===== config.mk =====
export PLATFORM = sky130hd
export DESIGN_NAME = noc_stream_adapter
export DESIGN_NICKNAME = d
export VERILOG_FILES = /design/src/noc_adapter_pkg.sv /design/src/stream_fifo.sv /design/src/vc_credit_table.sv /design/src/flit_packer.sv /design/src/flit_unpacker.sv /design/src/noc_stream_adapter.sv
export SDC_FILE = /design/constraint.sdc
export NUM_CORES = 1
export LEC_CHECK = 0
export BUFFER_PORTS_ARGS = -buffer_cell sky130_fd_sc_hd__buf_4
export CORE_MARGIN = 3
export CORE_UTILIZATION = 55
export DETAILED_ROUTE_END_ITERATION = 6
export PLACE_DENSITY_LB_ADDON = 0.2
export SLEW_MARGIN = 30
export SYNTH_ARGS = -nofsm -noshare
export SYNTH_HDL_FRONTEND = slang
export SYNTH_SLANG_ARGS = --single-unit

===== constraint.sdc =====
create_clock -name clk -period 4.3 [get_ports clk]
set_input_delay 0.86 -clock clk [delete_from_list [all_inputs] [get_ports clk]]
set_output_delay 0.86 -clock clk [all_outputs]
set_load 0.02 [all_outputs]

===== src/noc_adapter_pkg.sv =====
`default_nettype none

package noc_adapter_pkg;

    // Default configuration of the adapter
    parameter int DEF_DATA_WIDTH       = 32;  // One word per flit
    parameter int DEF_COORD_WIDTH      = 4;   // Per mesh coordinate
    parameter int DEF_NUM_VCS          = 4;
    parameter int DEF_TX_FIFO_DEPTH    = 16;
    parameter int DEF_RX_FIFO_DEPTH    = 16;
    parameter int DEF_CREDITS_PER_VC   = 4;
    parameter int DEF_MAX_PACKET_FLITS = 4;

    // Bits needed to index n items, never less than one
    function automatic int idx_width(input int n);
        if (n > 1) begin
            return $clog2(n);
        end
        return 1;
    endfunction

    // Bits needed to hold a count from 0 up to and including n
    function automatic int cnt_width(input int n);
        if (n > 0) begin
            return $clog2(n + 1);
        end
        return 1;
    endfunction

    // Destination is two coordinates, y above x
    function automatic int dest_width(input int coord_w);
        return 2 * coord_w;
    endfunction

endpackage

`default_nettype wire


===== src/stream_fifo.sv =====
`timescale 1ns/1ps
`default_nettype none

module stream_fifo
    import noc_adapter_pkg::*;
#(
    parameter int WIDTH = 32,
    parameter int DEPTH = 16
) (
    input  wire logic             clk,
    input  wire logic             reset,
    input  wire logic             wr_valid,
    input  wire logic [WIDTH-1:0] wr_data,
    output logic                  wr_ready,
    output logic                  rd_valid,
    output logic [WIDTH-1:0]      rd_data,
    input  wire logic             rd_ready
);

    localparam int PTR_W = idx_width(DEPTH);
    localparam int CNT_W = cnt_width(DEPTH);

    logic [WIDTH-1:0] mem [DEPTH];
    logic [PTR_W-1:0] wr_ptr;
    logic [PTR_W-1:0] rd_ptr;
    logic [CNT_W-1:0] count;  // Entries held, 0..DEPTH

    logic wr_en;
    logic rd_en;

    assign wr_ready = (count != CNT_W'(DEPTH));
    assign rd_valid = (count != '0);
    assign rd_data  = mem[rd_ptr];  // First word falls through

    assign wr_en = wr_valid && wr_ready;
    assign rd_en = rd_valid && rd_ready;

    always_ff @(posedge clk) begin
        if (wr_en) begin
            mem[wr_ptr] <= wr_data;
        end
    end

    always_ff @(posedge clk or posedge reset) begin
        if (reset) begin
            wr_ptr <= '0;
            rd_ptr <= '0;
            count  <= '0;
        end else begin
            if (wr_en) begin
                // Wrap by compare, so DEPTH need not be a power of two
                wr_ptr <= (wr_ptr == PTR_W'(DEPTH - 1)) ? '0 : wr_ptr + 1'b1;
            end
            if (rd_en) begin
                rd_ptr <= (rd_ptr == PTR_W'(DEPTH - 1)) ? '0 : rd_ptr + 1'b1;
            end
            case ({wr_en, rd_en})
                2'b10:   count <= count + 1'b1;
                2'b01:   count <= count - 1'b1;
                default: count <= count;  // Both or neither
            endcase
        end
    end

endmodule

`default_nettype wire


===== src/vc_credit_table.sv =====
`timescale 1ns/1ps
`default_nettype none

module vc_credit_table
    import noc_adapter_pkg::*;
#(
    parameter int NUM_VCS        = 4,
    parameter int CREDITS_PER_VC = 4
) (
    input  wire logic                          clk,
    input  wire logic                          reset,
    input  wire logic                          spend,
    input  wire logic [idx_width(NUM_VCS)-1:0] spend_vc,
    input  wire logic                          credit_in,
    input  wire logic [idx_width(NUM_VCS)-1:0] credit_in_vc,
    input  wire logic [idx_width(NUM_VCS)-1:0] query_vc,
    output logic                               credit_avail
);

    localparam int VC_W  = idx_width(NUM_VCS);
    localparam int CRD_W = cnt_width(CREDITS_PER_VC);

    // Free slots in the router input buffer, one counter per VC
    logic [CRD_W-1:0] credits [NUM_VCS];

    always_ff @(posedge clk or posedge reset) begin
        if (reset) begin
            for (int i = 0; i < NUM_VCS; i++) begin
                credits[i] <= CRD_W'(CREDITS_PER_VC);
            end
        end else begin
            for (int i = 0; i < NUM_VCS; i++) begin
                case ({spend && (spend_vc == VC_W'(i)),
                       credit_in && (credit_in_vc == VC_W'(i))})
                    2'b10:   credits[i] <= credits[i] - 1'b1;  // Flit sent
                    2'b01:   credits[i] <= credits[i] + 1'b1;  // Slot freed downstream
                    default: credits[i] <= credits[i];
                endcase
            end
        end
    end

    // Level seen by the packer for its current VC
    assign credit_avail = (credits[query_vc] != '0);

endmodule

`default_nettype wire


===== src/flit_packer.sv =====
`timescale 1ns/1ps
`default_nettype none

module flit_packer
    import noc_adapter_pkg::*;
#(
    parameter int DATA_WIDTH       = 32,
    parameter int COORD_WIDTH      = 4,
    parameter int NUM_VCS          = 4,
    parameter int MAX_PACKET_FLITS = 4
) (
    input  wire logic                                clk,
    input  wire logic                                reset,

    // Head of the transmit FIFO
    input  wire logic                                in_valid,
    input  wire logic [DATA_WIDTH-1:0]               in_data,
    input  wire logic                                in_last,
    input  wire logic [dest_width(COORD_WIDTH)-1:0]  in_dest,
    output logic                                     in_ready,

    // Credit table
    input  wire logic                                credit_avail,
    output logic                                     spend,
    output logic [idx_width(NUM_VCS)-1:0]            cur_vc,

    // Flits toward the router
    output logic                                     flit_out_valid,
    output logic [idx_width(NUM_VCS)-1:0]            flit_out_vc,
    output logic                                     flit_out_head,
    output logic                                     flit_out_tail,
    output logic [dest_width(COORD_WIDTH)-1:0]       flit_out_dest,
    output logic [DATA_WIDTH-1:0]                    flit_out_data
);

    localparam int VC_W   = idx_width(NUM_VCS);
    localparam int CNT_W  = cnt_width(MAX_PACKET_FLITS);

    logic             in_packet;  // Head already sent on cur_vc
    logic [CNT_W-1:0] flit_cnt;   // Flits sent so far in this packet
    logic             pop;
    logic             is_tail;

    // Pop whenever the current VC has room downstream
    assign in_ready = credit_avail;
    assign pop      = in_valid && credit_avail;
    assign spend    = pop;

    // Tail on tlast, or when the packet reaches its flit limit
    assign is_tail = in_last || (flit_cnt == CNT_W'(MAX_PACKET_FLITS - 1));

    always_ff @(posedge clk or posedge reset) begin
        if (reset) begin
            flit_out_valid <= 1'b0;
            in_packet      <= 1'b0;
            flit_cnt       <= '0;
            cur_vc         <= '0;
        end else begin
            flit_out_valid <= pop;
            if (pop) begin
                if (is_tail) begin
                    in_packet <= 1'b0;
                    flit_cnt  <= '0;
                    // Round-robin, one VC per packet
                    cur_vc    <= (cur_vc == VC_W'(NUM_VCS - 1)) ? '0 : cur_vc + 1'b1;
                end else begin
                    in_packet <= 1'b1;
                    flit_cnt  <= flit_cnt + 1'b1;
                end
            end
        end
    end

    // Flit fields, qualified by flit_out_valid
    always_ff @(posedge clk) begin
        if (pop) begin
            flit_out_vc   <= cur_vc;
            flit_out_head <= !in_packet;
            flit_out_tail <= is_tail;
            flit_out_dest <= in_packet ? '0 : in_dest;  // Body flits carry no route
            flit_out_data <= in_data;
        end
    end

endmodule

`default_nettype wire


===== src/flit_unpacker.sv =====
`timescale 1ns/1ps
`default_nettype none

module flit_unpacker
    import noc_adapter_pkg::*;
#(
    parameter int DATA_WIDTH  = 32,
    parameter int COORD_WIDTH = 4,
    parameter int NUM_VCS     = 4
) (
    input  wire logic                                clk,
    input  wire logic                                reset,

    // Flits from the router
    input  wire logic                                flit_in_valid,
    input  wire logic [idx_width(NUM_VCS)-1:0]       flit_in_vc,
    input  wire logic                                flit_in_head,
    input  wire logic                                flit_in_tail,
    input  wire logic [dest_width(COORD_WIDTH)-1:0]  flit_in_dest,
    input  wire logic [DATA_WIDTH-1:0]               flit_in_data,

    // Receive FIFO write side
    output logic                                     wr_valid,
    output logic [DATA_WIDTH-1:0]                    wr_data,
    output logic                                     wr_last,
    output logic [dest_width(COORD_WIDTH)-1:0]       wr_dest,
    output logic [idx_width(NUM_VCS)-1:0]            wr_vc,

    output logic                                     rx_frame_error
);

    localparam int DEST_W = dest_width(COORD_WIDTH);

    logic              in_packet;
    logic [DEST_W-1:0] dest_hold;  // Route of the open packet
    logic              accept;
    logic              orphan;

    // A head always opens a packet; a body needs one open
    assign accept = flit_in_valid && (flit_in_head || in_packet);
    assign orphan = flit_in_valid && !flit_in_head && !in_packet;

    always_ff @(posedge clk or posedge reset) begin
        if (reset) begin
            wr_valid       <= 1'b0;
            in_packet      <= 1'b0;
            rx_frame_error <= 1'b0;
        end else begin
            wr_valid <= accept;
            if (accept) begin
                in_packet <= !flit_in_tail;
            end
            if (orphan) begin
                rx_frame_error <= 1'b1;  // Sticky until reset
            end
        end
    end

    always_ff @(posedge clk) begin
        if (accept && flit_in_head) begin
            dest_hold <= flit_in_dest;
        end
        if (accept) begin
            wr_data <= flit_in_data;
            wr_last <= flit_in_tail;
            wr_dest <= flit_in_head ? flit_in_dest : dest_hold;
            wr_vc   <= flit_in_vc;
        end
    end

endmodule

`default_nettype wire


===== src/noc_stream_adapter.sv =====
`timescale 1ns/1ps
`default_nettype none

module noc_stream_adapter
    import noc_adapter_pkg::*;
#(
    parameter int DATA_WIDTH       = DEF_DATA_WIDTH,
    parameter int COORD_WIDTH      = DEF_COORD_WIDTH,
    parameter int NUM_VCS          = DEF_NUM_VCS,
    parameter int TX_FIFO_DEPTH    = DEF_TX_FIFO_DEPTH,
    parameter int RX_FIFO_DEPTH    = DEF_RX_FIFO_DEPTH,
    parameter int CREDITS_PER_VC   = DEF_CREDITS_PER_VC,
    parameter int MAX_PACKET_FLITS = DEF_MAX_PACKET_FLITS
) (
    input  wire logic                                clk,
    input  wire logic                                reset,

    // Slave stream from the source
    input  wire logic                                slave_tvalid,
    input  wire logic [DATA_WIDTH-1:0]               slave_tdata,
    input  wire logic                                slave_tlast,
    input  wire logic [dest_width(COORD_WIDTH)-1:0]  slave_tdest,
    output logic                                     slave_tready,

    // Master stream to the sink
    output logic                                     master_tvalid,
    output logic [DATA_WIDTH-1:0]                    master_tdata,
    output logic                                     master_tlast,
    output logic [dest_width(COORD_WIDTH)-1:0]       master_tdest,
    input  wire logic                                master_tready,

    // Injection link into the router
    output logic                                     flit_out_valid,
    output logic [idx_width(NUM_VCS)-1:0]            flit_out_vc,
    output logic                                     flit_out_head,
    output logic                                     flit_out_tail,
    output logic [dest_width(COORD_WIDTH)-1:0]       flit_out_dest,
    output logic [DATA_WIDTH-1:0]                    flit_out_data,

    // Ejection link from the router
    input  wire logic                                flit_in_valid,
    input  wire logic [idx_width(NUM_VCS)-1:0]       flit_in_vc,
    input  wire logic                                flit_in_head,
    input  wire logic                                flit_in_tail,
    input  wire logic [dest_width(COORD_WIDTH)-1:0]  flit_in_dest,
    input  wire logic [DATA_WIDTH-1:0]               flit_in_data,

    // Credits
    input  wire logic                                credit_in,
    input  wire logic [idx_width(NUM_VCS)-1:0]       credit_in_vc,
    output logic                                     credit_out,
    output logic [idx_width(NUM_VCS)-1:0]            credit_out_vc,

    output logic                                     rx_frame_error
);

    localparam int DEST_W = dest_width(COORD_WIDTH);
    localparam int VC_W   = idx_width(NUM_VCS);
    localparam int TX_W   = DATA_WIDTH + 1 + DEST_W;         // {data, last, dest}
    localparam int RX_W   = DATA_WIDTH + 1 + DEST_W + VC_W;  // {data, last, dest, vc}

    logic                  tx_valid;
    logic [TX_W-1:0]       tx_entry;
    logic                  tx_ready;
    logic                  credit_avail;
    logic                  spend;
    logic [VC_W-1:0]       cur_vc;

    logic                  rx_wr_valid;
    logic [DATA_WIDTH-1:0] rx_wr_data;
    logic                  rx_wr_last;
    logic [DEST_W-1:0]     rx_wr_dest;
    logic [VC_W-1:0]       rx_wr_vc;
    logic [RX_W-1:0]       rx_entry;
    logic [VC_W-1:0]       rx_vc;

    stream_fifo #(
        .WIDTH (TX_W),
        .DEPTH (TX_FIFO_DEPTH)
    ) u_tx_fifo (
        .clk      (clk),
        .reset    (reset),
        .wr_valid (slave_tvalid),
        .wr_data  ({slave_tdata, slave_tlast, slave_tdest}),
        .wr_ready (slave_tready),  // Low only while full
        .rd_valid (tx_valid),
        .rd_data  (tx_entry),
        .rd_ready (tx_ready)
    );

    vc_credit_table #(
        .NUM_VCS        (NUM_VCS),
        .CREDITS_PER_VC (CREDITS_PER_VC)
    ) u_vc_credit_table (
        .clk          (clk),
        .reset        (reset),
        .spend        (spend),
        .spend_vc     (cur_vc),
        .credit_in    (credit_in),
        .credit_in_vc (credit_in_vc),
        .query_vc     (cur_vc),
        .credit_avail (credit_avail)
    );

    flit_packer #(
        .DATA_WIDTH       (DATA_WIDTH),
        .COORD_WIDTH      (COORD_WIDTH),
        .NUM_VCS          (NUM_VCS),
        .MAX_PACKET_FLITS (MAX_PACKET_FLITS)
    ) u_flit_packer (
        .clk            (clk),
        .reset          (reset),
        .in_valid       (tx_valid),
        .in_data        (tx_entry[TX_W-1 -: DATA_WIDTH]),
        .in_last        (tx_entry[DEST_W]),
        .in_dest        (tx_entry[DEST_W-1:0]),
        .in_ready       (tx_ready),
        .credit_avail   (credit_avail),
        .spend          (spend),
        .cur_vc         (cur_vc),
        .flit_out_valid (flit_out_valid),
        .flit_out_vc    (flit_out_vc),
        .flit_out_head  (flit_out_head),
        .flit_out_tail  (flit_out_tail),
        .flit_out_dest  (flit_out_dest),
        .flit_out_data  (flit_out_data)
    );

    flit_unpacker #(
        .DATA_WIDTH  (DATA_WIDTH),
        .COORD_WIDTH (COORD_WIDTH),
        .NUM_VCS     (NUM_VCS)
    ) u_flit_unpacker (
        .clk            (clk),
        .reset          (reset),
        .flit_in_valid  (flit_in_valid),
        .flit_in_vc     (flit_in_vc),
        .flit_in_head   (flit_in_head),
        .flit_in_tail   (flit_in_tail),
        .flit_in_dest   (flit_in_dest),
        .flit_in_data   (flit_in_data),
        .wr_valid       (rx_wr_valid),
        .wr_data        (rx_wr_data),
        .wr_last        (rx_wr_last),
        .wr_dest        (rx_wr_dest),
        .wr_vc          (rx_wr_vc),
        .rx_frame_error (rx_frame_error)
    );

    // Space is guaranteed by the credits, so write ready is left open
    stream_fifo #(
        .WIDTH (RX_W),
        .DEPTH (RX_FIFO_DEPTH)
    ) u_rx_fifo (
        .clk      (clk),
        .reset    (reset),
        .wr_valid (rx_wr_valid),
        .wr_data  ({rx_wr_data, rx_wr_last, rx_wr_dest, rx_wr_vc}),
        .wr_ready (),
        .rd_valid (master_tvalid),
        .rd_data  (rx_entry),
        .rd_ready (master_tready)
    );

    assign master_tdata = rx_entry[RX_W-1 -: DATA_WIDTH];
    assign master_tlast = rx_entry[DEST_W + VC_W];
    assign master_tdest = rx_entry[VC_W +: DEST_W];
    assign rx_vc        = rx_entry[VC_W-1:0];

    // One credit back per beat drained, on the VC the flit came in on
    always_ff @(posedge clk or posedge reset) begin
        if (reset) begin
            credit_out <= 1'b0;
        end else begin
            credit_out <= master_tvalid && master_tready;
        end
    end

    always_ff @(posedge clk) begin
        if (master_tvalid && master_tready) begin
            credit_out_vc <= rx_vc;
        end
    end

endmodule

`default_nettype wire


# Yosys cells after proc, flatten, opt, wreduce, memory -nomap -nowiden
# Memories as Yosys holds them, arrays and structs flattened.
# Index checks and enable logic that the tools add are counted.
# word_totals
in_bits	93
memories	2
reg_bits	146
mem_bits_rw	1344
# op_classes
n_addsub	18
n_eq_ne	25
bitwise	1
mux	21
reduce_logical	34
order_cmp	1
# memory_table
memory	depth	width	rd	rd_ports_with_merged_regs	write_ports	line_no	source
u_rx_fifo.mem	16	43	1	0	1	stream_fifo.sv:23	logic [WIDTH-1:0] mem [DEPTH];
u_tx_fifo.mem	16	41	1	0	1	stream_fifo.sv:23	
# op_table
operator	count
$pmux 3 s2	4
$eq 2x2->1 const B	10
$pmux 5 s2	2
$add 4x1->4 const B	4
$eq 2x1->1 const B	8
$eq 4x4->1 const B	4
$logic_and 1x1->1	16
$mux 4	4
$add 3x1->3 const B	5
$reduce_bool 2->1	6
$sub 3x1->3 const B	4
$add 5x1->5 const B	2
$ne 5x5->1 const B	2
$reduce_bool 5->1	2
$sub 5x1->5 const B	2
$mux 3	3
$mux 8	1
$bmux 3 s2	1
$mux 1	5
$logic_not 1->1	4
$logic_not 2->1	2
$eq 3x2->1 const B	1
$ge 3x3->1 const B	1
$not 2->3	1
other kinds (5)	6

# Longest topological paths before layout
# logic_depth
depth_word	9
mapped_depth	13
mapped_depth_nobuf	12

# Modules after synthesis
# From an unflattened synthesis, not the netlist that was laid out.
# hier_totals
cells_unflattened	2846
area_unflattened_um2	58073.2
# by_module_without_submodules
module	instances	cells_per_inst	seq_area_each_um2	area_each_um2
stream_fifo (u_rx_fifo)	1	1346	20985.1	27522.6
stream_fifo (u_tx_fifo)	1	1287	20024.2	26251.4
flit_unpacker	1	69	1606.5	1752.9
flit_packer	1	79	1496.4	1710.4
vc_credit_table	1	60	305.3	740.7
noc_stream_adapter	1	5	85.1	95.1

# Worst setup path before layout
# OpenSTA, ideal clock, no wires.
# synth_path
path_kind	input to register
from	in slave_tvalid
to	mem u_tx_fifo.mem[3][0] in the netlist's numbering, enable pin
setup_ns	0.490
n_path_buf	1
path_stages	4
arrival_time_ns	4.180
path_slack_ns	-0.371
cell_sequence	and2_1 > clkbuf_1 > nand2_1 > nor3_1
# synth_via
elab_chain_cells	3
# synth_lines
element	line_no	source
start, declared	noc_stream_adapter.sv:19	input wire logic slave_tvalid,
$logic_and 1x1->1	stream_fifo.sv:35	assign wr_en = wr_valid && wr_ready;
$mux 1	stream_fifo.sv:39	if (wr_en) begin
$mux 1 (implied by the code)	stream_fifo.sv:40	mem[wr_ptr] <= wr_data;
end, declared	stream_fifo.sv:23	
# No other way between the ends.

# Final worst setup path
# layout_path
from	reg u_rx_fifo.rd_ptr[0]
to	out master_tdata[26]
# layout_via
elab_chain_cells	1
# layout_lines
element	line_no	source
start, declared	stream_fifo.sv:25	logic [PTR_W-1:0] rd_ptr;
start signal, assigned	stream_fifo.sv:55	rd_ptr <= (rd_ptr == PTR_W'(DEPTH - 1)) ? '0 : rd_ptr + 1'b1;
$mem_v2 16x43	n/a	
end, declared	noc_stream_adapter.sv:27	output logic [DATA_WIDTH-1:0] master_tdata,
# No other way between the ends.

==> key figures <==
Outcome
  – Outcome: completed

Critical path
  – WP depth: 4
  – Cell Chain, Critical Path: buf_4 -> mux4_2 -> mux4_2 -> buf_4
  – CP endpoint: master_tdata[26]
  – Reg2reg end: u_tx_fifo.count[4]
  – Worst R2R Path Depth: 12
  – Worst path max stage delay: 0.84 ns
  – Peak fanout along the critical path: 30
  – Register-to-Register Setup Slack: 1.06 ns
  – Kind of critical path: register to primary output
  – CP max stage cell: dfrtp_4
  – CP Launch Point: u_rx_fifo.rd_ptr[0]
  – Setup crit end kind: primary output
  – Crit start category: register
  – Reg-to-reg startpoint: u_tx_fifo.count[0]
  – Crit path buffers/inverters: 2
  – CP arrival: 3.20 ns
  – Top delay family on crit path: multiplexers
  – CP required: 3.44 ns

Logic synthesis
  – Ranking of synthesized cells by area: edfxtp_1 (77%), mux4_2 (17%), dfrtp_1 (2.0%)
  – Most common cell in the netlist: edfxtp_1
  – Commonest cells post-synth: edfxtp_1 (1441), mux4_2 (418), clkbuf_1 (50)
  – Async SR Flop Fraction: 3.29%
  – Post-Syn Area: 0.0565 mm^2
  – Yosys warns: 0
  – Post-synth top flop: edfxtp_1
  – Post-synthesis sequential element count: 1490
  – Library cells used by synthesis: 41
  – Post-synth EDFFs: 1441
  – Mean area per synthesized cell: 24.4 um^2
  – Gate Count Post-Synth: 2318
  – Seq/Total Area, Yosys: 78.8%
  – Area leader, netlist: edfxtp_1
  – Synth top area share: 76.6%
  – Syn nets: 2445

Drt
  – Vias: 24700
  – Drt wl/cell: 29.2 um
  – Post-DR vias/cell: 6.10
  – Final antenna-violating net count: 0
  – Pre-antenna DRT Iters: 5
  – Detailed Route WL: 119 mm
  – Initial drt markers: 2555
  – Post-route DRC: 0

STA
  – Crit path time final: 4.06 ns
  – Headroom to the max-slew limit: 37.3%
  – Final period util: 94.4%
  – Final hold viol count: 0
  – Worst slew pin tran: 0.940 ns
  – Max-slew violation count: 0
  – Fin Setup TNS: 0 ns
  – Final setup violating endpoints: 0
  – RSZ-0062 raised after global routing: false
  – Layout Skew: 0.0227 ns
  – Fmax achieved: 0.246 GHz
  – Final worst slack: 0.241 ns

Floorplanning
  – Core Area: 0.101 mm^2
  – Row count: 116
  – Die width: 326 um
  – Full die area: 0.107 mm^2
  – Initial core utilization: 55.9%
  – IO Pins: 185
  – Die span in y: 326 um

Finish
  – Final core utilization: 64.3%
  – Final layout net count: 2705
  – Fill cell count: 6497
  – Fin cells: 4057
  – Area grow syn2layout: 14.9%
  – Layout cells sized above 1: 35.4%

Min path
  – Hold Path Class: input port to asynchronous set/reset pin

CTS
  – Clk_lat worst skew: 0.74 ns
  – Clock Pin Slew Worst Setup and Hold Paths: 0.06 ns
  – Clock root cell: clkbuf_16
  – Clock tree from TritonCTS: built
  – Clock Sink Count: 1490
  – CTS Buffer Depth: 3
  – Hold buffers post-CTS: 0
  – CTS Buf Count: 149
  – # H-tree levels: 4

Placed design
  – Number of port buffers: 184
  – GPL Wtd Cong: 0.738
  – Placed cell count: 3782
  – Hpwl dp: 62.0 mm
  – Place WS: 0.834 ns

Pwr
  – VDD IR-drop max: 0.461 mV
  – Leak: 20.9 nW
  – Pwr dens: 672 mW/mm^2

Run
  – Max_cap viols: 0

GRT
  – Initial antenna violation count: 11
  – Largest net degree at the start of global routing: 82
  – Tot GR Track Use: 22.6%
  – Vias in the first global route: 26200
  – Global-route wire length before repair: 174 mm
  – GR Overflow Total: 0
timing repair:
item | 4_1_cts | 5_1_grt
buffers inserted | 0 | 1
hold endpoints to repair | 0 | 0
endpoints found under the setup margin | 0 | 5
gates resized for setup | 0 | 0
how the worst min path moves through the flow:
| stage | from | to | slack, ns | depth (start not counted) |
|---|---|---|---|---|
| floorplan | u_flit_packer.in_packet | u_flit_packer.in_packet | 0.45 | 2 |
| global route | reset | u_vc_credit_table.credits[3] | 0.12 | 2 |
| global placement | u_flit_unpacker.rx_frame_error | u_flit_unpacker.rx_frame_error | 0.45 | 1 |
| CTS | reset | u_vc_credit_table.credits[3] | 0.09 | 2 |
| finish | reset | u_flit_packer.cur_vc[1] | 0.13 | 2 |
| detailed placement | u_tx_fifo.count[4] | u_tx_fifo.count[4] | 0.48 | 1 |
cells by family (layout without fill, tap and decap cells):
family | Yosys count | count (layout) | synth area share (%)
XOR/XNOR | 25 | 25 | 0.388
AO/OA/AOI/OAI | 45 | 45 | 0.492
other | 0 | 5 | 0
flip-flops | 1490 | 1490 | 78.8
adder cells (fa/ha/maj) | 34 | 34 | 0.833
AND/OR/NAND/NOR | 118 | 118 | 0.977
multiplexers | 437 | 437 | 17.0
buffers and inverters | 169 | 546 | 1.50
layout make-up:
cell class | count | area [um^2] | share of cell area, %
sequential | 1490 | 44500 | 68.6
multi-input combinational | 659 | 11400 | 17.6
clock buffer | 184 | 4000 | 6.15
timing repair buffer | 256 | 2320 | 3.57
tap | 1357 | 1700 | 2.62
clock inverter | 84 | 870 | 1.34
inverter | 22 | 82.6 | 0.127
antenna | 5 | 12.5 | 0.0193
placed cells by master (no fill, tap or decap), types with 5 or more instances in the layout:
master and instances:
a21o_1 8, fa_1 6, inv_6 7, clkbuf_8 5, clkinv_2 19, diode_2 5, buf_4 225, a21oi_1 8
nand3_1 6, o21ai_0 18, bufinv_16 15, clkbuf_1 26, xnor2_1 12, nand2_1 36, nor2_1 8, and2_1 11
xor2_1 13, mux4_2 418, buf_12 30, ha_1 28, mux2_2 16, clkinvlp_4 11, dfrtp_1 37, inv_1 20
edfxtp_1 1441, nand2b_1 5, clkinv_1 26, clkbuf_16 153, nor2_4 24, nor3_4 8, dfrtp_4 6
flip-flops by register name (all words and copies together) (netlist names), 3 cells and up:
signal,count
u_rx_fifo.mem,688
u_tx_fifo.mem,656
u_flit_packer.flit_out_data,32
u_flit_unpacker.wr_data,32
u_vc_credit_table.credits,12
u_flit_packer.flit_out_dest,8
u_flit_unpacker.dest_hold,8
u_flit_unpacker.wr_dest,8
u_rx_fifo.count,5
u_tx_fifo.count,5
u_rx_fifo.rd_ptr,4
u_rx_fifo.wr_ptr,4
u_tx_fifo.rd_ptr,4
u_tx_fifo.wr_ptr,4
u_flit_packer.flit_cnt,3
per-layer routing:
metal | vias to the layer above | track usage [%] | share of wire, %
met5 | - | 0 | 0.035
met4 | 8 | 6.60 | 2.4
met3 | 204 | 4.82 | 7.1
met2 | 885 | 39.3 | 53
met1 | 13300 | 29.0 | 37
li1 | 10400 | - | -
where the power goes:
group	leakage (nW)	internal (mW)	switching, mW	total, mW
clock network	2.35	7.52	5.26	12.8
registers	13.7	17.8	1.11	18.9
logic	4.84	5.93	6.02	12.0
total	20.9	31.3	12.4	43.6
stage by stage:
stage / hold slack (ns) / area (um^2) / power [mW]
floorplan: 0.450 / 56500 / 27.6
global placement: 0.450 / 60000 / 31.0
detailed placement: 0.476 / 60000 / 31.3
CTS: 0.0882 / 64900 / 44.1
global route: 0.123 / 64900 / 45.5
finish: 0.132 / 64900 / 43.6
Note: power is estimated with default switching activity, not from simulation.
